==> src/hw/isa_pkg.sv <==
package isa_pkg;

    typedef logic [63:0] data_t;
    typedef logic [31:0] inst_t;
    typedef logic [4:0]  regnum_t;
    typedef logic [4:0]  shamt_t;
    typedef logic [5:0]  opcode_t;
    typedef logic [5:0]  funct_t;

    typedef enum logic [2:0] {
        alu_add,
        alu_sub,
        alu_and,
        alu_or,
        alu_xor,
        alu_nor
    } alu_op_t;

    localparam int num_regs = 32;

    // Primary opcodes
    localparam opcode_t op_special = 6'h00;
    localparam opcode_t op_addi    = 6'h08;
    localparam opcode_t op_addiu   = 6'h09;
    localparam opcode_t op_slti    = 6'h0a;
    localparam opcode_t op_sltiu   = 6'h0b;
    localparam opcode_t op_andi    = 6'h0c;
    localparam opcode_t op_ori     = 6'h0d;
    localparam opcode_t op_xori    = 6'h0e;
    localparam opcode_t op_lui     = 6'h0f;
    localparam opcode_t op_daddi   = 6'h18;
    localparam opcode_t op_daddiu  = 6'h19;

    // SPECIAL function codes
    localparam funct_t fn_sll    = 6'h00;
    localparam funct_t fn_srl    = 6'h02;
    localparam funct_t fn_add    = 6'h20;
    localparam funct_t fn_addu   = 6'h21;
    localparam funct_t fn_sub    = 6'h22;
    localparam funct_t fn_subu   = 6'h23;
    localparam funct_t fn_and    = 6'h24;
    localparam funct_t fn_or     = 6'h25;
    localparam funct_t fn_xor    = 6'h26;
    localparam funct_t fn_nor    = 6'h27;
    localparam funct_t fn_slt    = 6'h2a;
    localparam funct_t fn_sltu   = 6'h2b;
    localparam funct_t fn_dadd   = 6'h2c;
    localparam funct_t fn_daddu  = 6'h2d;
    localparam funct_t fn_dsub   = 6'h2e;
    localparam funct_t fn_dsubu  = 6'h2f;
    localparam funct_t fn_dsll   = 6'h38;
    localparam funct_t fn_dsrl   = 6'h3a;
    localparam funct_t fn_dsll32 = 6'h3c;
    localparam funct_t fn_dsrl32 = 6'h3e;

endpackage

==> src/hw/regfile.sv <==
`timescale 1ns/10ps

module regfile (
    input  logic             clock,
    input  logic             reset,
    input  isa_pkg::regnum_t ra_num,
    input  isa_pkg::regnum_t rb_num,
    output isa_pkg::data_t   ra_data,
    output isa_pkg::data_t   rb_data,
    input  logic             w_enable,
    input  isa_pkg::regnum_t w_regnum,
    input  isa_pkg::data_t   w_data
);
    import isa_pkg::*;

    data_t regs [num_regs];
    logic  writing;

    assign writing = w_enable && (w_regnum != '0); // r0 stays zero

    // Write-through so a same-cycle read sees the new value
    assign ra_data = (writing && (w_regnum == ra_num)) ? w_data : regs[ra_num];
    assign rb_data = (writing && (w_regnum == rb_num)) ? w_data : regs[rb_num];

    always_ff @(posedge clock, posedge reset) begin
        if (reset) begin
            for (int i = 0; i < num_regs; i++) begin
                regs[i] <= '0;
            end
        end else if (writing) begin
            regs[w_regnum] <= w_data;
        end
    end
endmodule

==> config.mk <==
export PLATFORM = sky130hd
export DESIGN_NAME = regfile
export DESIGN_NICKNAME = d
export VERILOG_FILES = /design/src/hw/isa_pkg.sv /design/src/hw/regfile.sv
export SDC_FILE = /design/constraint.sdc
export NUM_CORES = 2
export LEC_CHECK = 0
export BUFFER_PORTS_ARGS = -buffer_cell sky130_fd_sc_hd__buf_2
export CORE_ASPECT_RATIO = 0.6
export CORE_MARGIN = 2
export CORE_UTILIZATION = 45
export DETAILED_ROUTE_END_ITERATION = 6
export GPL_TIMING_DRIVEN = 1
export PLACE_DENSITY = 0.71
export REMOVE_ABC_BUFFERS = 1
export SLEW_MARGIN = 20
export SYNTH_ARGS = -nofsm -noshare
export SYNTH_HDL_FRONTEND = slang
export SYNTH_SLANG_ARGS = --single-unit
==> constraint.sdc <==
create_clock -name clock -period 91.4 [get_ports clock]
set_input_delay 18.28 -clock clock [delete_from_list [all_inputs] [get_ports clock]]
set_output_delay 18.28 -clock clock [all_outputs]
set_load 0.05 [all_outputs]
==> flow_metrics.py <==
metrics = {
    "critical_path": {
        "worstSetupPathType": "in -> out",
        "cp_common_cell": "buf_4",
        "path_buf_inv": 6,
        "slowest_stage": "buf_4",
        "slowest_delay_ns": 0.89,
        "path_cells": "buf_8, buf_4, buf_12, buf_4, buf_4, mux4_2, a22oi_1, o21ai_0, a221o_1, buf_2",
        "cpLargestDelayFamily": "buffers and inverters",
        "cp.required_ns": 73.12,
        "critPathLaunchType": "primary input",
        "critical_path_arrival_ns": 23.48,
        "critPathCaptureType": "output pin",
        "worstPathMaxFanout": 93,
    },
    "finish": {
        "utilization_pct": 49.1,
        "fillerInstances": 19900,
        "largest_reg_flops": 2048,
        "syn_to_final_growth_pct": 8.19,
        "top_register": "regs",
        "nets": 7223,
        "drive_above_1_share_pct": 48.6,
        "top_regs": "regs (2048)",
    },
    "synthesis": {
        "seq_area_frac_synth_pct": 47.0,
        "syn-cell-area_um2": 109000,
        "avgSynthCellArea_um2": 14.6,
        "yosysUniqueCellTypes": 61,
        "yosysTopAreaCell": "dfrtp_1",
        "synth_top_area_share_pct": 47.0,
        "synthCells": 7448,
        "async_flop_share_pct": 100,
        "synth-warning-count": 0,
        "synth-seq-cells": 2048,
        "ys_top_cells_by_area": "dfrtp_1 (47%), mux2_2 (20%), mux4_2 (18%), mux2i_1 (3.3%), clkbuf_1 (1.4%)",
        "synth-main-ff-cell": "dfrtp_1",
        "synth_edf_count": 0,
        "yosys-top-cells-count": "dfrtp_1 (2048), mux2_2 (1904), mux4_2 (889)",
        "yosysMostFrequentCell": "dfrtp_1",
    },
    "clock_tree": {
        "root_buffer": "clkbuf_16",
        "hold_buffers": 0,
        "htreeDepth": 4,
        "cts_buffers": 191,
        "cts.sinks": 2048,
        "cts_setup_buffers": 0,
        "ctsLongestPathBuffers": 4,
        "cts_tree": "built",
        "path_clk_slew_ns": 0.07,
        "clk-insertion-delay-late_ns": 0.83,
        "cts_resized": 0,
    },
    "sta": {
        "period_minus_slack_ns": 41.76,
        "period_share_pct": 45.7,
        "fmax_mhz": 23.9,
        "slew_viol_final": 0,
        "hold_violations": 0,
        "clock_skew_ns": 0,
        "setup_viol": 0,
        "worst_slew_pin_slew_ns": 1.22,
        "relSlewSlack_pct": 19.0,
        "rsz0062_at_grt": "false",
        "setup_tns_ns": 0,
    },
    "placement": {
        "place_hpwl_um": 207000,
        "gp_congestion": 0.840,
        "portBuffers": 209,
    },
    "job": {
        "maxCapViolCount": 0,
    },
    "routing": {
        "dr.first_iter.drc_count": 10300,
        "remaining_drc_errors": 0,
        "ant_nets": 0,
        "routed_wl_um": 377000,
        "via_per_inst": 7.06,
        "avgRoutedWirePerCell_um": 35.9,
        "vias": 74000,
        "dr.pass1.iters": 6,
    },
    "hold_path": {
        "min_path_type": "reg -> reg",
    },
    "power": {
        "p_seq_share_pct": 46.4,
        "power.density_nw_per_um2": 22.2,
        "sw_frac_of_total_pct": 29.6,
        "peakVddDrop_mv": 0.0212,
        "clkPwrFrac_pct": 31.5,
        "combPwrFrac_pct": 22.1,
        "p_switching_mw": 0.774,
        "internal_power_mw": 1.84,
        "leakagePower_nw": 50.8,
    },
    "grt": {
        "first_global_vias": 74600,
        "grt-ovfl-total": 0,
        "grt_pass1_wl_um": 542000,
        "grtUsageTotal_pct": 30.3,
        "grt_max_degree": 157,
        "antenna_found_initial": 43,
    },
    "die": {
        "core_area_um2": 240000,
        "start_util_pct": 45.4,
        "die_w_um": 639,
        "fp.dieArea_um2": 246000,
        "die_y_um": 385,
        "num_io_pins": 210,
        "rows": 139,
    },
    "status": {
        "status": "complete, no violations",
    },
}
placed cells by master (no fill, tap or decap), types with 82 or more instances in the layout:
| cell type | n |
|---|---|
| buf_2 | 199 |
| mux2_2 | 1904 |
| mux4_2 | 889 |
| a22oi_1 | 198 |
| o221ai_1 | 96 |
| buf_4 | 161 |
| clkbuf_16 | 194 |
| nor2_1 | 82 |
| mux2i_1 | 356 |
| a21oi_1 | 136 |
| dfrtp_1 | 2048 |
| o22ai_1 | 132 |
| nand2_1 | 140 |
| o21ai_0 | 183 |
power groups by stage:
| stage | clock network, mW | logic, mW | registers [mW] |
|---|---|---|---|
| floorplan | 0 | 0.423 | 1.18 |
| global placement | 0 | 0.556 | 1.20 |
| detailed placement | 0 | 0.573 | 1.22 |
| CTS | 0.830 | 0.576 | 1.20 |
| global route | 0.871 | 0.612 | 1.23 |
| finish | 0.825 | 0.578 | 1.21 |
cell type report:
| cell class | count | area [µm²] | share of cell area (%) |
|---|---|---|---|
| diodes | 23 | 57.6 | 0.0488 |
| clock buffers | 273 | 5550 | 4.71 |
| clock inverters | 65 | 659 | 0.559 |
| inverters | 9 | 43.8 | 0.0371 |
| multi-input cells | 4511 | 53800 | 45.6 |
| flip-flops and latches | 2048 | 51200 | 43.5 |
| well taps | 3172 | 3970 | 3.37 |
| repair buffers | 380 | 2560 | 2.17 |
kinds of logic after synthesis:
kind of cell	after synthesis	share of synthesized area, %
xor gates and xnor gates	10	0.0804
AOI/OAI and AO/OA	928	5.76
DFF	2048	47.0
muxes	3167	41.5
buffers and inverters	889	3.89
and+or+nand+nor	406	1.75
stage by stage:
step / hold WS [ns] / worst slack (ns) / instances / power [mW] / area (µm²)
6_report: 0.400 / 49.64 / 10500 / 2.62 / 118000
3_5_place_dp: 0.382 / 49.51 / 10100 / 1.79 / 112000
3_3_place_gp: 0.377 / 49.57 / 10100 / 1.76 / 112000
5_1_grt: 0.406 / 49.18 / 10500 / 2.71 / 118000
2_1_floorplan: 0.365 / 15.27 / 6568 / 1.61 / 105000
4_1_cts: 0.398 / 49.53 / 10500 / 2.61 / 118000
path summary, 6_finish.rpt:
kind,end,from,slack [ns],cells past startpoint
max,rb_data[12],rb_num[0],49.64,10
min,regs[2045],regs[2045],0.40,0
min reg2reg,regs[2045],regs[2045],0.40,0
max in group asynchronous,regs[1548],reset,69.17,7
min in group asynchronous,regs[1789],reset,17.53,2
max reg2reg,regs[694],regs[694],90.57,1
metal layers:
layer,global-route usage (%),vias up,wire length [µm]
li1,-,28200,-
met1,41.2,39400,146000
met2,43.9,5238,163000
met3,10.7,1110,48500
met4,13.0,22,18200
met5,0,-,139
No activity file was read; power rests on OpenSTA's default activity.
