### config.mk
export PLATFORM = sky130hd
export DESIGN_NAME = core_wb
export DESIGN_NICKNAME = d
export VERILOG_FILES = /design/src/hw/isa_pkg.sv /design/src/hw/pipe_pkg.sv /design/src/hw/core_wb.sv
export SDC_FILE = /design/constraint.sdc
export NUM_CORES = 1
export LEC_CHECK = 0
export BUFFER_PORTS_ARGS = -buffer_cell sky130_fd_sc_hd__buf_2
export CAP_MARGIN = 40
export CORE_ASPECT_RATIO = 1.2
export CORE_MARGIN = 10
export CORE_UTILIZATION = 36
export CTS_BUF_LIST = sky130_fd_sc_hd__clkbuf_8
export DETAILED_ROUTE_END_ITERATION = 8
export PLACE_DENSITY_LB_ADDON = 0.15
export SYNTH_ARGS = -nofsm -noshare
export SYNTH_HDL_FRONTEND = slang
export SYNTH_SLANG_ARGS = --single-unit
### constraint.sdc
create_clock -name clock -period 2.05 [get_ports clock]
set_input_delay 0.1025 -clock clock [delete_from_list [all_inputs] [get_ports clock]]
set_output_delay 0.1025 -clock clock [all_outputs]
set_load 0.03 [all_outputs]
### src/hw/isa_pkg.sv
package isa_pkg;

    typedef logic [63:0] data_t;
    typedef logic [31:0] inst_t;
    typedef logic [4:0]  regnum_t;
    typedef logic [4:0]  shamt_t;
    typedef logic [5:0]  opcode_t;
    typedef logic [5:0]  funct_t;

    typedef enum logic [2:0] {
        alu_add,
        alu_sub,
        alu_and,
        alu_or,
        alu_xor,
        alu_nor
    } alu_op_t;

    localparam int num_regs = 32;

    // Primary opcodes
    localparam opcode_t op_special = 6'h00;
    localparam opcode_t op_addi    = 6'h08;
    localparam opcode_t op_addiu   = 6'h09;
    localparam opcode_t op_slti    = 6'h0a;
    localparam opcode_t op_sltiu   = 6'h0b;
    localparam opcode_t op_andi    = 6'h0c;
    localparam opcode_t op_ori     = 6'h0d;
    localparam opcode_t op_xori    = 6'h0e;
    localparam opcode_t op_lui     = 6'h0f;
    localparam opcode_t op_daddi   = 6'h18;
    localparam opcode_t op_daddiu  = 6'h19;

    // SPECIAL function codes
    localparam funct_t fn_sll    = 6'h00;
    localparam funct_t fn_srl    = 6'h02;
    localparam funct_t fn_add    = 6'h20;
    localparam funct_t fn_addu   = 6'h21;
    localparam funct_t fn_sub    = 6'h22;
    localparam funct_t fn_subu   = 6'h23;
    localparam funct_t fn_and    = 6'h24;
    localparam funct_t fn_or     = 6'h25;
    localparam funct_t fn_xor    = 6'h26;
    localparam funct_t fn_nor    = 6'h27;
    localparam funct_t fn_slt    = 6'h2a;
    localparam funct_t fn_sltu   = 6'h2b;
    localparam funct_t fn_dadd   = 6'h2c;
    localparam funct_t fn_daddu  = 6'h2d;
    localparam funct_t fn_dsub   = 6'h2e;
    localparam funct_t fn_dsubu  = 6'h2f;
    localparam funct_t fn_dsll   = 6'h38;
    localparam funct_t fn_dsrl   = 6'h3a;
    localparam funct_t fn_dsll32 = 6'h3c;
    localparam funct_t fn_dsrl32 = 6'h3e;

endpackage

### src/hw/pipe_pkg.sv
package pipe_pkg;

    typedef enum logic [1:0] {
        src2_reg,
        src2_sext,
        src2_zext
    } src2_sel_t;

    typedef enum logic [1:0] {
        slt_none,
        slt_signed,
        slt_unsigned
    } slt_type_t;

    typedef enum logic [1:0] {
        cut_full,
        cut_sign32,
        cut_zero32
    } cut32_t;

    typedef enum logic [1:0] {
        plus32_none,
        plus32_left,
        plus32_right
    } plus32_t;

    typedef enum logic [1:0] {
        fwd_reg,
        fwd_ex,
        fwd_wb
    } forward_type_t;

    typedef struct packed {
        logic              valid;
        isa_pkg::data_t    a_data;
        isa_pkg::data_t    b_data;
        isa_pkg::regnum_t  w_regnum;
        isa_pkg::regnum_t  rs_num;
        isa_pkg::regnum_t  rt_num;
        logic [15:0]       imm;
        isa_pkg::shamt_t   shamt;
        isa_pkg::alu_op_t  alu_op;
        src2_sel_t         alu_src2;
        slt_type_t         slt_type;
        cut32_t            cut_alu_out32;
        logic              shift_right;
        logic              cut_shifter_out32;
        plus32_t           shifter_plus32;
        logic              alu_shifter_src; // 1 picks the shifter
        logic              lui;
        logic              ignore_overflow;
        logic              write_enable;
    } id_regs_t;

    typedef struct packed {
        logic             valid;
        isa_pkg::data_t   out;
        isa_pkg::regnum_t w_regnum;
        logic             overflow;
        logic             write_enable;
    } ex_regs_t;

    typedef struct packed {
        logic             valid;
        isa_pkg::data_t   data;
        isa_pkg::regnum_t w_regnum;
        logic             overflow;
        logic             write_enable;
    } wb_regs_t;

endpackage

### src/hw/core_wb.sv
`timescale 1ns/10ps

module core_wb (
    input  logic               clock,
    input  logic               reset,
    input  pipe_pkg::ex_regs_t ex_regs,
    output pipe_pkg::wb_regs_t wb_regs
);
    always_ff @(posedge clock, posedge reset) begin
        if (reset) begin
            wb_regs <= '0;
        end else begin
            wb_regs.valid    <= ex_regs.valid;
            wb_regs.data     <= ex_regs.out;
            wb_regs.w_regnum <= ex_regs.w_regnum;
            wb_regs.overflow <= ex_regs.overflow;
            // Overflow is reported but the destination keeps its value
            wb_regs.write_enable <= ex_regs.write_enable & ~ex_regs.overflow;
        end
    end
endmodule

==> summary.txt <==
Status
  • Status: completed

Global routing
  • Largest net degree at the start of global routing: 42
  • Initial antenna violation count: 1
  • Aggregate global-route resource usage: 14.91%
  • First-pass GRT wire length: 9342 um
  • Grt ovf: 0
  • Vias in the first global route: 1769

Setup path
  • Crit path largest cell delay: 0.37 ns
  • CP Buf/Inv Count: 1
  • Worst path slowest cell: dfrtp_1
  • Critical path arrival: 0.89 ns
  • CP top delay family: flip-flops
  • WP data required: 1.95 ns
  • Crit. End Element: output port
  • Levels on crit path: 1
  • CP cell instances: buf_2
  • Crit path kind: reg2out
  • Crit path launch type: flip-flop
  • Crit Path Max Fanout: 1

Detailed routing
  • Final ANT Viol Nets: 0
  • First-pass DRT Iterations: 3
  • WL per Instance: 16.42 um
  • Final WL: 6091 um
  • Via density: 3.916
  • Iteration-0 DRC Markers: 52
  • Via count: 1453
  • DRC: 0

Clock network
  • TritonCTS clock tree: yes
  • Maximum root-to-sink buffer count: 2
  • H-tree Lvls: 3
  • Clk slew on worst S/H paths: 0.07 ns
  • TritonCTS Sinks: 72
  • Number of CTS-inserted buffers: 9
  • Root cell of the clock tree: clkbuf_8

Finish
  • Synthesis-to-layout area growth: 98.14%
  • Max reg flops: 72
  • Share of cells above drive strength 1: 53.23%
  • Largest regs: wb_regs x72
  • Register Area: 1802 um2
  • Fill count: 322
  • Most flop-heavy register: wb_regs
  • Final nets: 379
  • Multi-input gate area: 13.76 um2

Min path
  • Worst Hold Path EP: wb_regs[35]
  • WHS Path Cells: 2
  • Hold Path Class: in2reg
  • HP Start: ex_regs[35]

STA
  • Final hold slack: 0.4026 ns
  • Final setup fails: 0
  • Actual slew at the worst max-slew pin: 0.4953 ns
  • Slew HR: 66.98%
  • Final worst path period need: 0.9920 ns
  • Period utilization: 48.39%
  • RSZ-0062 raised after global routing: no
  • Fin. Hold Viols: 0
  • Achievable frequency: 1008 MHz
  • Final Max Slew Viols: 0
  • Post-Route Setup TNS: 0 ns

Power and ir drop
  • P_sw: 742.9 uW
  • Worst ir drop on vdd: 852.9 uV
  • Internal: 2.446 mW
  • PwrDens: 884.6 nW/um2
  • Clock power frac: 38.8%
  • Net Sw Frac: 23.30%
  • Seq pwr share: 47.2%
  • P_leak: 1.859 nW
  • Logic pwr share: 14.0%

Job
  • Max Cap Viol: 0

Synth
  • Yosys warning total: 0
  • Yosys reg bits: 72
  • Seq/Total Area, Yosys: 99.04%
  • Mapped Cells: 74
  • Synth Area per Inst: 24.58 um2
  • Mapped Area: 1819 um2
  • Area leader, netlist: dfrtp_1
  • Synth top area share: 99.04%
  • Top cells by area, synth: dfrtp_1 99%, nor2b_4 0.76%, inv_1 0.21%
  • Synth Net Count: 148
  • Netlist cell types: 3

Place
  • GP Congestion: 0.6675
  • HPWL Detailed: 4062 um
  • IO buf count: 145

Floorplanning
  • Top Ports: 146
  • Die area: 8309 um2
  • # rows: 28
  • Die H: 97.87 um
  • Core area: 4905 um2
  • Starting Density: 37.09%
  • Die Width: 84.90 um
-- cell families (layout without fill, tap and decap cells) --
kind of cell | Yosys count | count (layout) | share of synthesized area (%)
buf+inv | 1 | 237 | 0.2061
flops | 72 | 72 | 99.04
other cells | 0 | 1 | 0
simple gates | 1 | 1 | 0.7564
-- layer usage --
layer	routed length (um)	share of wire, %	vias to the layer above	GRT usage (%)
li1	-	-	690	-
met1	1861	31	679	11.65
met2	3506	58	73	28.33
met3	597	9.8	11	8.229
met4	125	2.1	0	6.980
met5	0	0	-	0
-- cell type report --
| cell class | count | area share (%) |
|---|---|---|
| clock inverter | 1 | 0.8330 |
| antenna | 1 | 0.06942 |
| multi-input combinational | 1 | 0.3818 |
| tap | 60 | 2.083 |
| inverter | 1 | 0.1041 |
| timing repair buffer | 220 | 40.82 |
| sequential | 72 | 49.98 |
| clock buffer | 15 | 5.727 |
-- power groups by stage --
stage | clock network [mW] | registers, mW | logic (mW)
floorplan | 0 | 1.69 | 0.0224
global placement | 0 | 1.53 | 0.336
detailed placement | 0 | 1.53 | 0.340
CTS | 1.28 | 1.51 | 0.451
global route | 1.32 | 1.51 | 0.476
finish | 1.24 | 1.51 | 0.446
-- synth_stat cells --
library cell,number
dfrtp_1,72
inv_1,1
nor2b_4,1
-- layout by cell type, fill, tap and decap left out --
| cell type | n |
|---|---|
| buf_2 | 145 |
| buf_4 | 2 |
| bufinv_16 | 1 |
| clkbuf_8 | 15 |
| dfrtp_1 | 72 |
| diode_2 | 1 |
| dlygate4sd3_1 | 73 |
| inv_2 | 1 |
| nor2b_4 | 1 |
-- metrics by stage --
step	util, %	std cells	area (um2)	power [mW]	worst slack (ns)
floorplan	-	74	1819	1.713	0.1226
global placement	53.72	281	2635	1.867	1.434
detailed placement	53.72	281	2635	1.873	1.415
CTS	73.44	370	3602	3.232	1.037
global route	73.49	371	3605	3.309	1.014
finish	73.49	371	3605	3.189	1.058
-- worst max-delay path by stage --
stage	from	end	slack, ns
after floorplan	reset	wb_regs[0]	0.12
after global placement	wb_regs[12]	wb_regs[12]	1.43
after detailed placement	reset	wb_regs[8]	1.42
after CTS	wb_regs[58]	wb_regs[58]	1.04
after global routing	wb_regs[65]	wb_regs[65]	1.01
final	wb_regs[65]	wb_regs[65]	1.06
-- timing repair --
item	CTS	global route
resized for setup	0	0
endpoints found under the hold margin	144	0
setup buffers	0	0
hold buffers	73	0
No activity file was read; power rests on OpenSTA's default activity.
