--- src/hw/isa_pkg.sv ---
package isa_pkg;

    typedef logic [63:0] data_t;
    typedef logic [31:0] inst_t;
    typedef logic [4:0]  regnum_t;
    typedef logic [4:0]  shamt_t;
    typedef logic [5:0]  opcode_t;
    typedef logic [5:0]  funct_t;

    typedef enum logic [2:0] {
        alu_add,
        alu_sub,
        alu_and,
        alu_or,
        alu_xor,
        alu_nor
    } alu_op_t;

    localparam int num_regs = 32;

    // Primary opcodes
    localparam opcode_t op_special = 6'h00;
    localparam opcode_t op_addi    = 6'h08;
    localparam opcode_t op_addiu   = 6'h09;
    localparam opcode_t op_slti    = 6'h0a;
    localparam opcode_t op_sltiu   = 6'h0b;
    localparam opcode_t op_andi    = 6'h0c;
    localparam opcode_t op_ori     = 6'h0d;
    localparam opcode_t op_xori    = 6'h0e;
    localparam opcode_t op_lui     = 6'h0f;
    localparam opcode_t op_daddi   = 6'h18;
    localparam opcode_t op_daddiu  = 6'h19;

    // SPECIAL function codes
    localparam funct_t fn_sll    = 6'h00;
    localparam funct_t fn_srl    = 6'h02;
    localparam funct_t fn_add    = 6'h20;
    localparam funct_t fn_addu   = 6'h21;
    localparam funct_t fn_sub    = 6'h22;
    localparam funct_t fn_subu   = 6'h23;
    localparam funct_t fn_and    = 6'h24;
    localparam funct_t fn_or     = 6'h25;
    localparam funct_t fn_xor    = 6'h26;
    localparam funct_t fn_nor    = 6'h27;
    localparam funct_t fn_slt    = 6'h2a;
    localparam funct_t fn_sltu   = 6'h2b;
    localparam funct_t fn_dadd   = 6'h2c;
    localparam funct_t fn_daddu  = 6'h2d;
    localparam funct_t fn_dsub   = 6'h2e;
    localparam funct_t fn_dsubu  = 6'h2f;
    localparam funct_t fn_dsll   = 6'h38;
    localparam funct_t fn_dsrl   = 6'h3a;
    localparam funct_t fn_dsll32 = 6'h3c;
    localparam funct_t fn_dsrl32 = 6'h3e;

endpackage

--- src/hw/pipe_pkg.sv ---
package pipe_pkg;

    typedef enum logic [1:0] {
        src2_reg,
        src2_sext,
        src2_zext
    } src2_sel_t;

    typedef enum logic [1:0] {
        slt_none,
        slt_signed,
        slt_unsigned
    } slt_type_t;

    typedef enum logic [1:0] {
        cut_full,
        cut_sign32,
        cut_zero32
    } cut32_t;

    typedef enum logic [1:0] {
        plus32_none,
        plus32_left,
        plus32_right
    } plus32_t;

    typedef enum logic [1:0] {
        fwd_reg,
        fwd_ex,
        fwd_wb
    } forward_type_t;

    typedef struct packed {
        logic              valid;
        isa_pkg::data_t    a_data;
        isa_pkg::data_t    b_data;
        isa_pkg::regnum_t  w_regnum;
        isa_pkg::regnum_t  rs_num;
        isa_pkg::regnum_t  rt_num;
        logic [15:0]       imm;
        isa_pkg::shamt_t   shamt;
        isa_pkg::alu_op_t  alu_op;
        src2_sel_t         alu_src2;
        slt_type_t         slt_type;
        cut32_t            cut_alu_out32;
        logic              shift_right;
        logic              cut_shifter_out32;
        plus32_t           shifter_plus32;
        logic              alu_shifter_src; // 1 picks the shifter
        logic              lui;
        logic              ignore_overflow;
        logic              write_enable;
    } id_regs_t;

    typedef struct packed {
        logic             valid;
        isa_pkg::data_t   out;
        isa_pkg::regnum_t w_regnum;
        logic             overflow;
        logic             write_enable;
    } ex_regs_t;

    typedef struct packed {
        logic             valid;
        isa_pkg::data_t   data;
        isa_pkg::regnum_t w_regnum;
        logic             overflow;
        logic             write_enable;
    } wb_regs_t;

endpackage

--- src/hw/core_id.sv ---
`timescale 1ns/10ps

module core_id (
    input  logic               clock,
    input  logic               reset,
    input  logic               flush,
    input  logic               inst_valid,
    input  isa_pkg::inst_t     inst,
    output isa_pkg::regnum_t   ra_num,
    output isa_pkg::regnum_t   rb_num,
    input  isa_pkg::data_t     ra_data,
    input  isa_pkg::data_t     rb_data,
    output pipe_pkg::id_regs_t id_regs
);
    import isa_pkg::*;
    import pipe_pkg::*;

    opcode_t  opcode;
    funct_t   funct;
    regnum_t  rs;
    regnum_t  rt;
    regnum_t  rd;
    logic     legal;
    logic     dest_rd;
    id_regs_t id_next;

    assign opcode = inst[31:26];
    assign rs     = inst[25:21];
    assign rt     = inst[20:16];
    assign rd     = inst[15:11];
    assign funct  = inst[5:0];
    assign ra_num = rs;
    assign rb_num = rt;

    always_comb begin
        id_next = '0;
        id_next.ignore_overflow = 1'b1; // Only the trapping adds clear it
        legal   = 1'b1;
        dest_rd = 1'b0;
        case (opcode)
            op_special: begin
                dest_rd = 1'b1;
                case (funct)
                    fn_add, fn_addu, fn_sub, fn_subu,
                    fn_dadd, fn_daddu, fn_dsub, fn_dsubu: begin
                        id_next.alu_op          = funct[1] ? alu_sub : alu_add;
                        id_next.ignore_overflow = funct[0]; // Odd codes are unsigned
                        if (!funct[3]) begin
                            id_next.cut_alu_out32 = cut_sign32;
                        end
                    end
                    fn_and: id_next.alu_op = alu_and;
                    fn_or:  id_next.alu_op = alu_or;
                    fn_xor: id_next.alu_op = alu_xor;
                    fn_nor: id_next.alu_op = alu_nor;
                    fn_slt, fn_sltu: begin
                        id_next.alu_op   = alu_sub;
                        id_next.slt_type = funct[0] ? slt_unsigned : slt_signed;
                    end
                    fn_sll, fn_srl: begin
                        id_next.alu_shifter_src   = 1'b1;
                        id_next.shift_right       = funct[1];
                        id_next.cut_shifter_out32 = 1'b1;
                    end
                    fn_dsll, fn_dsrl, fn_dsll32, fn_dsrl32: begin
                        id_next.alu_shifter_src = 1'b1;
                        id_next.shift_right     = funct[1];
                        if (funct[2]) begin
                            id_next.shifter_plus32 = funct[1] ? plus32_right : plus32_left;
                        end
                    end
                    default: legal = 1'b0;
                endcase
            end
            op_addi, op_addiu, op_daddi, op_daddiu: begin
                id_next.alu_src2        = src2_sext;
                id_next.ignore_overflow = opcode[0];
                if (!opcode[4]) begin
                    id_next.cut_alu_out32 = cut_sign32; // Word forms
                end
            end
            op_slti, op_sltiu: begin
                id_next.alu_op   = alu_sub;
                id_next.alu_src2 = src2_sext;
                id_next.slt_type = opcode[0] ? slt_unsigned : slt_signed;
            end
            op_andi: begin
                id_next.alu_op   = alu_and;
                id_next.alu_src2 = src2_zext;
            end
            op_ori: begin
                id_next.alu_op   = alu_or;
                id_next.alu_src2 = src2_zext;
            end
            op_xori: begin
                id_next.alu_op   = alu_xor;
                id_next.alu_src2 = src2_zext;
            end
            op_lui:  id_next.lui = 1'b1;
            default: legal = 1'b0;
        endcase

        id_next.valid        = inst_valid && legal;
        id_next.a_data       = ra_data;
        id_next.b_data       = rb_data;
        id_next.w_regnum     = dest_rd ? rd : rt;
        id_next.rs_num       = rs;
        id_next.rt_num       = rt;
        id_next.imm          = inst[15:0];
        id_next.shamt        = inst[10:6];
        id_next.write_enable = id_next.valid && (id_next.w_regnum != '0);
    end

    always_ff @(posedge clock, posedge reset) begin
        if (reset) begin
            id_regs <= '0;
        end else if (flush) begin
            id_regs <= '0;
        end else begin
            id_regs <= id_next;
        end
    end
endmodule

--- config.mk ---
export PLATFORM = sky130hd
export DESIGN_NAME = core_id
export DESIGN_NICKNAME = d
export VERILOG_FILES = /design/src/hw/isa_pkg.sv /design/src/hw/pipe_pkg.sv /design/src/hw/core_id.sv
export SDC_FILE = /design/constraint.sdc
export NUM_CORES = 1
export LEC_CHECK = 0
export BUFFER_PORTS_ARGS = -buffer_cell sky130_fd_sc_hd__buf_2
export CAP_MARGIN = 10
export CORE_ASPECT_RATIO = 2
export CORE_MARGIN = 10
export CORE_UTILIZATION = 34
export CTS_CLUSTER_DIAMETER = 100
export CTS_CLUSTER_SIZE = 8
export DETAILED_ROUTE_END_ITERATION = 10
export GPL_ROUTABILITY_DRIVEN = 1
export PLACE_DENSITY = 0.74
export SLEW_MARGIN = 10
export SYNTH_ARGS = -nofsm -noshare
export SYNTH_HDL_FRONTEND = slang
export SYNTH_SLANG_ARGS = --single-unit
export TNS_END_PERCENT = 30
--- constraint.sdc ---
create_clock -name clock -period 14.36 [get_ports clock]
set_input_delay 1.436 -clock clock [delete_from_list [all_inputs] [get_ports clock]]
set_output_delay 1.436 -clock clock [all_outputs]
set_load 0.005 [all_outputs]
==> out/metrics.cfg <==
[status]
status=completed

[setup_path]
cp_max_fo=4
worst_path_largest_cell_delay_ns=0.13
crit_family=buffers and inverters
cp.depth=2
startpoint=inst[17]
cp_slowest_cell=buf_2
startpoint_type=input port
path_cells=buf_2 -> buf_2
cp-endpoint=rb_num[1]
arrival_ns=1.69
cp_num_buf_inv=2
required_ns=12.92
end_kind=output pin
critPathMostFrequentCell=buf_2
criticalPathCategory=in2out

[layout]
mostFrequentLayoutCells=buf_2 (353), dfrtp_1 (176), nor2b_1 (155)
syn_to_final_growth_pct=40.20
layout-drive-gt1-share_pct=48.88
final_area_um2=8522
final_cells=1019
largestRegisters=id_regs x176
fin_nets=956
largest_reg_flops=176
fillCellCount=1670
final_common_cell=buf_2
postLayoutCoreUtil_pct=48.15
regMostFlops=id_regs

[grt]
grt_pass1_wl_um=28860
antenna_found_initial=3
grt-busiest-layer=met2
grt_pass1_vias=4726
grt_overflow_total=0
grtUsageMet1_pct=16.05
grt_util_all_layers_pct=16.07
use_met2_pct=29.14
grt.met3_usage_pct=6.254
grt_max_degree=108

[power_and_ir_drop]
pwr-share-seq_pct=48.5
clkPwrFrac_pct=42.4
power_density_nw_per_um2=126.9
power.leakage_nw=4.620
comb_power_share_pct=9.0
ir_drop_uv=71.54
p_switching_uw=250.4
p_sw_share_pct=23.16
p_int_uw=830.8

[yosys]
synth_nets=620
yosysTopAreaCell=dfrtp_1
syn_area_per_cell_um2=13.33
syn_area_um2=6078
synth_top_cell_area_share_pct=72.46
synthTopCellsByArea=dfrtp_1 (72%), nor2b_1 (16%), buf_4 (2.0%)
ys_seq_elements=176
syn-instance-count=456
synth-seq-area-share_pct=72.46
synthDistinctLibCells=36
yosysWarnings=0

[sta]
drv_slew=0
period_share_pct=21.76
relSlewSlack_pct=37.65
final_hold_viol_count=0
min_period_ns=3.125
max_freq_mhz=320.0
setup_slack_ns=11.23
rsz0062_at_grt=no
finalSetupTns_ns=0
setup_viol=0
worstMarginPinSlew_ns=0.9353

[placed_design]
placed_area_um2=7930
portBuffers=354
gp_congestion=0.7943
place_ws_ns=11.06
hpwl_um=15640
dp_cells=986

[clock_tree]
cts_root_buf=clkbuf_16
clock_path_buffers=2
cts_tree=yes
holdBufCountCts=0
cts_num_sinks=176
numCtsBuffers=17
clkTransAtPathRegs_ns=0.06
cts-resized-gates=0
cts_max_level=4
post-cts-setup-buffer-count=0

[die]
ios=356
die_h_um=209.1
coreArea_um2=17700
die_w_um=114.5
rows=69
initial_core_util_pct=34.34
die-area_um2=23950

[flow_run]
cap_viol_max_count=0

[routing]
via_per_inst=4.315
drt-wirelength-per-cell_um=19.34
wl_um=19710
ant_nets=0
drt_iter0_drc=204
post-route-drc-count=0
via_count=4397
detail_route.first_pass.iterations=4

[min_path]
min_path_type=in2async

## how the worst min path moves through the flow
stage	startpoint	end	slack, ns	cells after the start
floorplan	inst[1]	id_regs[4]	1.51	1
CTS	ra_data[56]	id_regs[173]	1.21	2
global placement	ra_data[10]	id_regs[127]	1.65	2
detailed placement	ra_data[28]	id_regs[145]	1.66	2
finish	reset	id_regs[113]	1.20	2
global route	ra_data[46]	id_regs[163]	1.22	2
## routing by layer
metal | routed length, um | vias to the layer above
met5 | 7 | -
met4 | 229 | 2
met3 | 2023 | 17
met2 | 10870 | 203
met1 | 6578 | 2090
li1 | - | 2085
## power by group through the flow
| stage | Sequential, mW | Combinational (mW) | Clock, mW |
|---|---|---|---|
| 6_report | 0.525 | 0.0978 | 0.459 |
| 5_1_grt | 0.527 | 0.110 | 0.491 |
| 4_1_cts | 0.525 | 0.102 | 0.471 |
| 3_5_place_dp | 0.534 | 0.101 | 0 |
| 3_3_place_gp | 0.534 | 0.0994 | 0 |
| 2_1_floorplan | 0.538 | 0.0373 | 0 |
## cell type report
class                           count  area (um^2)  area share [%]
Antenna cell                        2        5.005         0.05873
Clock buffer                       19        452.9           5.315
Clock inverter                     12        133.9           1.571
Inverter                            4        20.02          0.2349
Multi-Input combinational cell    237         1450           17.02
Sequential cell                   176         4404           51.68
Tap cell                          213        266.5           3.127
Timing Repair Buffer              356         1789           21.00
## cell families (layout without fill, tap and decap cells)
group / after synthesis / after routing / share of synthesized area (%)
simple gates: 212 / 212 / 21.00
buf+inv: 43 / 391 / 3.685
other cells: 1 / 3 / 0.06169
compound gates: 22 / 22 / 2.470
mux: 2 / 2 / 0.3294
flops: 176 / 176 / 72.46
## synth_stat cells
cell type  instances
nor2_1             9
buf_2              2
nor3_2             1
buf_4             16
nor3_4             1
nand4_1            1
nand2_2            1
nand3b_1           1
a211oi_1           1
or3_1              2
o21ai_0            2
a2111oi_0          1
and2_1             3
a21oi_1            9
a32oi_1            1
nand2_1           16
o21ba_2            1
nor4_1             3
nor3_1             6
o31ai_1            2
nor4b_1            1
o32ai_1            1
mux2i_1            2
nor2b_1          155
a211oi_2           1
nand3_1            4
nand2b_1           3
o21a_1             2
conb_1             1
nand4b_1           1
o2bb2ai_1          1
nor3b_1            3
clkbuf_1          21
dfrtp_1          176
or4_1              1
inv_1              4
## stage by stage
step	total power, mW	hold slack, ns
6_report	1.081	1.200
5_1_grt	1.128	1.221
4_1_cts	1.098	1.215
3_5_place_dp	0.6353	1.660
3_3_place_gp	0.6332	1.653
2_1_floorplan	0.5752	1.509
Note: power is estimated with default switching activity, not from simulation.
