$ cat config.mk
export PLATFORM = sky130hd
export DESIGN_NAME = forward_unit
export DESIGN_NICKNAME = d
export VERILOG_FILES = /design/src/hw/isa_pkg.sv /design/src/hw/pipe_pkg.sv /design/src/hw/forward_unit.sv
export SDC_FILE = /design/constraint.sdc
export NUM_CORES = 1
export LEC_CHECK = 0
export BUFFER_PORTS_ARGS = -buffer_cell sky130_fd_sc_hd__buf_2
export CORE_AREA = 5 5 125 127
export DETAILED_ROUTE_END_ITERATION = 8
export DIE_AREA = 0 0 130 132
export PLACE_DENSITY_LB_ADDON = 0.12
export SLEW_MARGIN = 20
export SYNTH_ARGS = -nofsm -noshare
export SYNTH_HDL_FRONTEND = slang
export SYNTH_SLANG_ARGS = --single-unit
$ cat constraint.sdc
create_clock -name vclk -period 2.9
set_clock_uncertainty 0.05 [all_clocks]
set_input_delay 0.435 -clock vclk [all_inputs]
set_output_delay 0.435 -clock vclk [all_outputs]
set_load 0.01 [all_outputs]
$ cat src/hw/isa_pkg.sv
package isa_pkg;

    typedef logic [63:0] data_t;
    typedef logic [31:0] inst_t;
    typedef logic [4:0]  regnum_t;
    typedef logic [4:0]  shamt_t;
    typedef logic [5:0]  opcode_t;
    typedef logic [5:0]  funct_t;

    typedef enum logic [2:0] {
        alu_add,
        alu_sub,
        alu_and,
        alu_or,
        alu_xor,
        alu_nor
    } alu_op_t;

    localparam int num_regs = 32;

    // Primary opcodes
    localparam opcode_t op_special = 6'h00;
    localparam opcode_t op_addi    = 6'h08;
    localparam opcode_t op_addiu   = 6'h09;
    localparam opcode_t op_slti    = 6'h0a;
    localparam opcode_t op_sltiu   = 6'h0b;
    localparam opcode_t op_andi    = 6'h0c;
    localparam opcode_t op_ori     = 6'h0d;
    localparam opcode_t op_xori    = 6'h0e;
    localparam opcode_t op_lui     = 6'h0f;
    localparam opcode_t op_daddi   = 6'h18;
    localparam opcode_t op_daddiu  = 6'h19;

    // SPECIAL function codes
    localparam funct_t fn_sll    = 6'h00;
    localparam funct_t fn_srl    = 6'h02;
    localparam funct_t fn_add    = 6'h20;
    localparam funct_t fn_addu   = 6'h21;
    localparam funct_t fn_sub    = 6'h22;
    localparam funct_t fn_subu   = 6'h23;
    localparam funct_t fn_and    = 6'h24;
    localparam funct_t fn_or     = 6'h25;
    localparam funct_t fn_xor    = 6'h26;
    localparam funct_t fn_nor    = 6'h27;
    localparam funct_t fn_slt    = 6'h2a;
    localparam funct_t fn_sltu   = 6'h2b;
    localparam funct_t fn_dadd   = 6'h2c;
    localparam funct_t fn_daddu  = 6'h2d;
    localparam funct_t fn_dsub   = 6'h2e;
    localparam funct_t fn_dsubu  = 6'h2f;
    localparam funct_t fn_dsll   = 6'h38;
    localparam funct_t fn_dsrl   = 6'h3a;
    localparam funct_t fn_dsll32 = 6'h3c;
    localparam funct_t fn_dsrl32 = 6'h3e;

endpackage

$ cat src/hw/pipe_pkg.sv
package pipe_pkg;

    typedef enum logic [1:0] {
        src2_reg,
        src2_sext,
        src2_zext
    } src2_sel_t;

    typedef enum logic [1:0] {
        slt_none,
        slt_signed,
        slt_unsigned
    } slt_type_t;

    typedef enum logic [1:0] {
        cut_full,
        cut_sign32,
        cut_zero32
    } cut32_t;

    typedef enum logic [1:0] {
        plus32_none,
        plus32_left,
        plus32_right
    } plus32_t;

    typedef enum logic [1:0] {
        fwd_reg,
        fwd_ex,
        fwd_wb
    } forward_type_t;

    typedef struct packed {
        logic              valid;
        isa_pkg::data_t    a_data;
        isa_pkg::data_t    b_data;
        isa_pkg::regnum_t  w_regnum;
        isa_pkg::regnum_t  rs_num;
        isa_pkg::regnum_t  rt_num;
        logic [15:0]       imm;
        isa_pkg::shamt_t   shamt;
        isa_pkg::alu_op_t  alu_op;
        src2_sel_t         alu_src2;
        slt_type_t         slt_type;
        cut32_t            cut_alu_out32;
        logic              shift_right;
        logic              cut_shifter_out32;
        plus32_t           shifter_plus32;
        logic              alu_shifter_src; // 1 picks the shifter
        logic              lui;
        logic              ignore_overflow;
        logic              write_enable;
    } id_regs_t;

    typedef struct packed {
        logic             valid;
        isa_pkg::data_t   out;
        isa_pkg::regnum_t w_regnum;
        logic             overflow;
        logic             write_enable;
    } ex_regs_t;

    typedef struct packed {
        logic             valid;
        isa_pkg::data_t   data;
        isa_pkg::regnum_t w_regnum;
        logic             overflow;
        logic             write_enable;
    } wb_regs_t;

endpackage

$ cat src/hw/forward_unit.sv
`timescale 1ns/10ps

module forward_unit (
    input  pipe_pkg::id_regs_t      id_regs,
    input  pipe_pkg::ex_regs_t      ex_regs,
    input  pipe_pkg::wb_regs_t      wb_regs,
    output pipe_pkg::forward_type_t forward_a,
    output pipe_pkg::forward_type_t forward_b
);
    import isa_pkg::*;
    import pipe_pkg::*;

    logic ex_writes;
    logic wb_writes;

    function automatic forward_type_t pick(regnum_t src, logic ex_hit, logic wb_hit);
        if (src == '0) begin
            return fwd_reg;
        end else if (ex_hit) begin
            return fwd_ex;        // Youngest producer wins
        end else if (wb_hit) begin
            return fwd_wb;
        end
        return fwd_reg;
    endfunction

    // An overflowed result never reaches the register file
    assign ex_writes = ex_regs.valid && ex_regs.write_enable && !ex_regs.overflow;
    assign wb_writes = wb_regs.valid && wb_regs.write_enable;

    assign forward_a = pick(id_regs.rs_num,
                            ex_writes && (ex_regs.w_regnum == id_regs.rs_num),
                            wb_writes && (wb_regs.w_regnum == id_regs.rs_num));
    assign forward_b = pick(id_regs.rt_num,
                            ex_writes && (ex_regs.w_regnum == id_regs.rt_num),
                            wb_writes && (wb_regs.w_regnum == id_regs.rt_num));
endmodule

==> impl_metrics.tcl, run 1 <==
set metrics [dict create \
    outcome "finished clean" \
    synth_fa_ha_area_frac 0 \
    fin_util 0.0460 \
    start_util 0.0198 \
    design_area_sq_um 658 \
    slew_headroom 0.738 \
    dp_cells 252 \
    synth_xor_area_frac 0.619 \
    fin_tns_setup_ps 0 \
    fmax_mhz 450 \
    wl_per_cell_microns 7.96 \
    drt_iter0_drc 8 \
    core_area_sq_um 14300 \
    post_cts_buffers 0 \
    synth_cell_types 9 \
    vias_per_cell 1.52 \
    layout.nets 396 \
    die_w_microns 130 \
    design.portCount 330 \
    grt.overflow.total 0 \
    drv_slew 0 \
    synth_top_family_by_area "XOR/XNOR gates" \
    fin_ws_ps 680 \
    antenna_found_initial 0 \
    worstPathRequired_ps 2410 \
    path_cells "buf_2 > nand3b_1 > nor4_1 > nand3_1 > nor2_1 > buf_2" \
    ir_drop_mv 0.0261 \
    postCtsHoldBufs 0 \
    placed_cell_area_sq_um 658 \
    yosysTopAreaCell "xor2_1" \
    finalNonFillerCells 252 \
    startpoint_type "input port" \
    critPathMaxFanout 2 \
    worst_pin_slew_ps 389 \
    firstDrtPassIters 2 \
    synthTopCellsByArea "xor2_1, xnor2_1, nor4_1, nand3_1, nor2_1" \
    area_delta_synth_final_pct 133 \
    synthMuxAreaShare 0 \
    cap_violations 0 \
    worstPathArrival_ps 1740 \
    vias 384 \
    track_usage 0.0228 \
    grt_pass1_vias 444 \
    syn_inst 39 \
    slowest_delay_ps 430 \
    seq_cells 0 \
    port_buffers 29 \
    clock_buffers 0 \
    drc 0 \
    final_layout_size_suffix_gt1_frac 0.456 \
    ys_warn_count 0 \
    dieArea_sq_um 17200 \
    netlist_area_sq_um 283 \
    multi_input_area_sq_um 283 \
    fin_hold_ws_ps 1280 \
    power_density_nw_per_um2 88.8 \
    grt_max_degree 4 \
    path_class "input port to primary output" \
    hold_class "input port to primary output" \
    die_h_microns 132 \
    critPathSlowestCell "nor4_1" \
    setup_viol 0 \
    p_total_uw 58.4 \
    synth_compound_area_frac 0 \
    drt-total-wl_mm 2.01 \
    synth-seq-area-share 0 \
    yosys.area.top_type_share 0.434 \
    diodes 0 \
    syn_area_per_cell_sq_um 7.25 \
    n_fill_cell 1713 \
    ctsResizeCount 0 \
    ant_nets 0 \
    leakage_nw 0.229 \
    ff_latch_area_sq_um 0 \
    min_period_over_period 0.766 \
    dpl_worst_slack_ps 619 \
    grt_first_pass_wirelength_mm 2.95 \
    core.rowCount 44 \
    gp_congestion 0.657 \
    crit_path_end_kind "primary output" \
    synthesis.nets 365 \
    fin_crit_ps 2220 \
    finalHoldViolCount 0 \
    rsz0062_at_grt "false" \
    crit_start "ex_regs[1]" \
    synthSimpleGateAreaFrac 0.381 \
    cp-endpoint "forward_b[0]" \
    cp_common_cell "buf_2" \
]
==> critical path: cells and delay by family <==
kind / cells / cell delay (ps)
simple gates: 4 / 1030
buf+inv: 2 / 270
==> logic make-up after synthesis <==
family           Yosys count
XOR/XNOR                  20
AND/OR/NAND/NOR           19
==> layout by cell type (no fill, tap or decap) <==
cell type and count:
xnor2_1 6, nand3b_1 1, nor4_1 4, or4_1 2, and3_1 2, buf_2 29, nor2_2 2, nand3_1 4
xor2_1 14, nor2_1 4
==> how the worst min path moves through the flow <==
stage	startpoint	endpoint	slack (ps)	depth (start not counted)
after global placement	id_regs[43]	forward_a[0]	1300	4
after detailed placement	id_regs[43]	forward_a[0]	1290	4
after CTS	id_regs[43]	forward_a[0]	1290	4
after floorplan	id_regs[43]	forward_a[0]	980	2
after global routing	id_regs[43]	forward_a[0]	1320	4
final	id_regs[43]	forward_a[0]	1280	4
==> cell usage after synthesis <==
library cell / count
or4_1: 2
nor2_1: 4
nand3_1: 4
xnor2_1: 6
nor2_2: 2
nand3b_1: 1
nor4_1: 4
and3_1: 2
xor2_1: 14
==> metal layers <==
metal	wire length [microns]	global-route usage	vias up
met5	0	0	-
met4	0	0	0
met3	98	0.00284	0
met2	885	0.0361	17
met1	1020	0.0350	173
li1	-	-	194
==> power breakdown <==
group / leakage, nW / total [mW] / switching [mW] / internal (mW)
combinational: 0.229 / 0.0584 / 0.0302 / 0.0282
clock: 0 / 0 / 0 / 0
sequential: 0 / 0 / 0 / 0
==> area by class of cell <==
| class | instances | share of cell area |
|---|---|---|
| multi-input combinational | 39 | 0.430 |
| timing repair buffer | 29 | 0.221 |
| tap | 184 | 0.350 |
(Power assumes the default switching activity.)
==> inputs of run 2 (changes only) <==
--- a/config.mk
+++ b/config.mk
@@ -5,6 +5,7 @@
 export SDC_FILE = /design/constraint.sdc
 export NUM_CORES = 1
 export LEC_CHECK = 0
+export ABC_AREA = 1
 export BUFFER_PORTS_ARGS = -buffer_cell sky130_fd_sc_hd__buf_2
 export CORE_AREA = 5 5 125 127
 export DETAILED_ROUTE_END_ITERATION = 8
==> constraint.sdc (replaced) <==
create_clock -name vclk -period 2.3
set_clock_uncertainty 0.05 [all_clocks]
set_input_delay 0.345 -clock vclk [all_inputs]
set_output_delay 0.345 -clock vclk [all_outputs]
set_load 0.01 [all_outputs]
==> run 2 against run 1 <==
Setup slack worse by 5.4 ps. Critical path type unchanged. Hold slack got worse by 180 ps. Final area up 22%. Utilization rose by 1.0 points. Final cell count up 24%. Synthesized cell count increased to 2.5 times the previous value. Non-clock buffer count unchanged. Critical endpoint is now forward_b[1]. Via count increased by 62%. Critical path depth grew 3.
==> impl_metrics.tcl, run 2 <==
set metrics [dict create \
    synth_compound_area_frac 0.0117 \
    synthesis.nets 425 \
    firstDrtPassIters 3 \
    ctsResizeCount 0 \
    worstPathArrival_ps 1230 \
    dp_hpwl_mm 2.30 \
    startpoint_type "input port" \
    postCtsHoldBufs 0 \
    area_delta_synth_final_pct 87.5 \
    seq_cells 0 \
    synthMuxAreaShare 0 \
    core.rowCount 44 \
    synth-seq-area-share 0 \
    final_common_cell "nand2_1" \
    netlist_top_cells_count "nand2_1, inv_1, nor2_1" \
    diodes 0 \
    mostFrequentLayoutCells "nand2_1, buf_2, inv_1, nor2_1, inv_2" \
    die_w_microns 130 \
    syn_area_per_cell_sq_um 4.33 \
    hold_class "input port to primary output" \
    wl_met1_mm 1.11 \
    yosys.area.top_type_share 0.437 \
    synth_xor_area_frac 0.122 \
    path_class "input port to primary output" \
    yosysTopAreaCell "nand2_1" \
    drt_iter0_drc 5 \
    outcome "finished clean" \
    track_usage 0.0292 \
    power_density_nw_per_um2 119 \
    post_cts_buffers 0 \
    die_h_microns 132 \
    fin_crit_ps 1630 \
    drv_slew 0 \
    fin_tns_setup_ps 0 \
    ff_latch_area_sq_um 0 \
    cap_violations 0 \
    top_layer_used "met5" \
    clock_buffers 0 \
    drt-total-wl_mm 2.40 \
    fin_hold_ws_ps 1100 \
    p_total_uw 96.0 \
    ant_nets 0 \
    setup_viol 0 \
    rsz0062_at_grt "false" \
    synth_cell_types 11 \
    crit_path_end_kind "primary output" \
    ir_drop_mv 0.0170 \
    core_area_sq_um 14300 \
    leakage_nw 0.399 \
    cp-endpoint "forward_b[1]" \
    wl_met3_microns 195 \
    critPathMaxFanout 3 \
    grt_pass1_vias 725 \
    synth_fa_ha_area_frac 0 \
    path_cells "buf_2 > inv_1 > nand2_1 > nand2_1 > nor2_1 > nand2_1 > nor2_1 > nor2_1 > buf_2" \
    synth_top_family_by_area "simple AND/OR/NAND/NOR gates" \
    layout.nets 456 \
    finalNonFillerCells 312 \
    fmax_mhz 615 \
    grt_max_degree 4 \
    vias 621 \
    wl_met2_mm 1.07 \
    dieArea_sq_um 17200 \
    worst_pin_slew_ps 179 \
    synthSimpleGateAreaFrac 0.691 \
    syn_inst 99 \
    antenna_found_initial 1 \
    worstPathRequired_ps 1900 \
    grt_first_pass_wirelength_mm 4.01 \
    critPathSlowestCell "nor2_1" \
    design.portCount 330 \
    slowest_delay_ps 170 \
    dpl_worst_slack_ps 661 \
    drc 0 \
    finalHoldViolCount 0 \
    yosysMostFrequentCell "nand2_1" \
    port_buffers 29 \
    start_util 0.0300 \
    fin_ws_ps 674 \
    slew_headroom 0.880 \
    dp_cells 312 \
    min_period_over_period 0.707 \
    grt.overflow.total 0 \
    vias_per_cell 1.99 \
    wl_per_cell_microns 7.68 \
    ys_warn_count 0 \
    gp_congestion 0.713 \
    final_layout_size_suffix_gt1_frac 0.313 \
    crit_start "id_regs[38]" \
    synthTopCellsByArea "nand2_1, xnor2_1, inv_1, nor2_1, inv_2" \
    netlist_area_sq_um 429 \
]
## run 2: critical path: cells and delay by family
kind / cells / cell delay (ps)
buffers and inverters: 3 / 400
and+or+nand+nor: 6 / 470
## run 2: logic make-up (layout without fill, tap and decap cells)
group,Yosys count,count (layout)
AOI/OAI and AO/OA,1,1
and+or+nand+nor,72,72
buffers and inverters,20,49
xor gates and xnor gates,6,6
## run 2: report_power, final
part / internal, mW / switching [mW] / total (mW)
clock: 0 / 0 / 0
combinational: 0.0398 / 0.0562 / 0.0960
sequential: 0 / 0 / 0
total: 0.0398 / 0.0562 / 0.0960
## run 2: worst min-delay path by stage
stage	to	depth (start not counted)	from
3_5_place_dp	forward_a[0]	5	ex_regs[5]
4_1_cts	forward_a[0]	5	ex_regs[5]
3_3_place_gp	forward_a[0]	5	ex_regs[5]
2_1_floorplan	forward_a[0]	3	ex_regs[5]
5_1_grt	forward_a[0]	5	ex_regs[5]
6_report	forward_a[0]	5	ex_regs[5]
## run 2: final cells by class
type | count | area (sq um)
fillers | 1725 | 13500
multi-input cells | 79 | 354
well taps | 184 | 230
repair buffers | 29 | 145
inverters | 20 | 75.1
## run 2: stage by stage
step	util	cell area, sq um
2_1_floorplan	-	429
3_3_place_gp	0.0562	805
3_5_place_dp	0.0562	805
4_1_cts	0.0562	805
5_1_grt	0.0562	805
6_report	0.0562	805
## run 2: routing by layer
metal / GRT usage / vias up
li1: - / 344
met1: 0.0369 / 259
met2: 0.0504 / 14
met3: 0.0105 / 2
met4: 0 / 2
met5: 0 / -
==> inputs of run 3 (changes only) <==
==> constraint.sdc (replaced) <==
create_clock -name vclk -period 1.4
set_clock_uncertainty 0.05 [all_clocks]
set_input_delay 0.21 -clock vclk [all_inputs]
set_output_delay 0.21 -clock vclk [all_outputs]
set_load 0.01 [all_outputs]
==> run 3 against run 2 <==
Combinational power up 68%. Wire length up 0.46%. Clock-buffer cell count unchanged. First-iteration DRC count up 40%. Final area up 1.6%. Setup slack worse by 580 ps. Die area unchanged. Sequential cell count unchanged. Critical path depth unchanged. Via count up 0.64%. Largest cell class unchanged. Highest routed layer unchanged.
==> impl_metrics.tcl, run 3 (synthesis results as in run 2) <==
set metrics [dict create \
    vias 625 \
    drt-total-wl_mm 2.41 \
    design_area_sq_um 817 \
    grt_first_pass_wirelength_mm 4.01 \
    critical_path_buf_inv_count 3 \
    die_h_microns 132 \
    fin_crit_ps 1300 \
    path_delay_family "simple AND/OR/NAND/NOR gates" \
    vias_per_cell 2.00 \
    path_class "input port to primary output" \
    critPathMaxFanout 3 \
    core.rowCount 44 \
    worst_pin_slew_ps 173 \
    ant_nets 0 \
    die_w_microns 130 \
    ff_latch_area_sq_um 0 \
    hold_class "input port to primary output" \
    mostFrequentLayoutCells "nand2_1, buf_2, inv_1" \
    diodes 0 \
    outcome "finished clean" \
    final_layout_size_suffix_gt1_frac 0.336 \
    finalHoldViolCount 0 \
    cap_violations 0 \
    core_area_sq_um 14300 \
    grt_max_degree 4 \
    fin_hold_ws_ps 828 \
    drc 0 \
    cp_common_cell "nand2_1" \
    rsz0062_at_grt "true" \
    fin_tns_setup_ps 0 \
    seq_cells 0 \
    grt.overflow.total 0 \
    ir_drop_mv 0.0309 \
    gp_congestion 0.713 \
    dp_hpwl_mm 2.30 \
    leakage_nw 0.399 \
    fin_util 0.0571 \
    fmax_mhz 767 \
    post_cts_buffers 0 \
    drv_slew 0 \
    firstDrtPassIters 3 \
    dieArea_sq_um 17200 \
    area_delta_synth_final_pct 90.4 \
    grt_pass1_vias 725 \
    drt_iter0_drc 7 \
    power_density_nw_per_um2 197 \
    slowest_delay_ps 150 \
    min_period_over_period 0.931 \
    worstPathRequired_ps 1140 \
    antenna_found_initial 1 \
    track_usage 0.0292 \
    wl_per_cell_microns 7.71 \
    worstPathArrival_ps 1040 \
    design.portCount 330 \
    placed_cell_area_sq_um 805 \
    final_common_cell "nand2_1" \
    path_cells "buf_2 > inv_1 > nand2_1 > nand2_1 > nor2_2 > nand2_1 > nor2_1 > nor2_2 > buf_2" \
    setup_viol 0 \
    port_buffers 29 \
    layout.nets 456 \
    critPathSlowestCell "buf_2" \
    crit_path_end_kind "primary output" \
    slew_headroom 0.884 \
    clock_buffers 0 \
    startpoint_type "input port" \
    start_util 0.0300 \
]
[run 3: tightest hold or removal path: cells and delay by family]
family	cells	cell delay, ps
xor gates and xnor gates	1	60
and+or+nand+nor	2	160
buffers and inverters	2	240
[run 3: through the flow]
stage / setup WS [ps] / cells / power [mW]
2_1_floorplan: 429 / 99 / 0.0821
3_3_place_gp: 18.3 / 312 / 0.162
3_5_place_dp: 31.3 / 312 / 0.163
4_1_cts: 24.7 / 312 / 0.164
5_1_grt: -22.3 / 312 / 0.189
6_report: 96.9 / 312 / 0.161
[run 3: repair_timing]
item	in CTS	in global routing
gates resized for setup	0	5
hold buffers	0	0
endpoints found under the setup margin	0	4
[run 3: cell type report]
cell class	instances	area, sq um
well taps	184	230
inverters	20	75.1
fillers	1724	13500
multi-input cells	79	362
repair buffers	29	150
[run 3: metal layers]
metal / track usage / share of wire / up-vias
met1: 0.0369 / 0.46 / 263
met4: 0 / 0 / 2
met5: 0 / 0.0054 / -
met3: 0.0105 / 0.081 / 2
met2: 0.0504 / 0.45 / 14
li1: - / - / 344
[run 3: power breakdown]
group	switching, mW	internal, mW
logic	0.0939	0.0669
registers	0	0
clock network	0	0
[run 3: path summary, 6_finish.rpt]
| kind | end | startpoint | cells past startpoint |
|---|---|---|---|
| setup / recovery | forward_b[1] | id_regs[38] | 9 |
| hold / removal | forward_a[0] | ex_regs[5] | 5 |
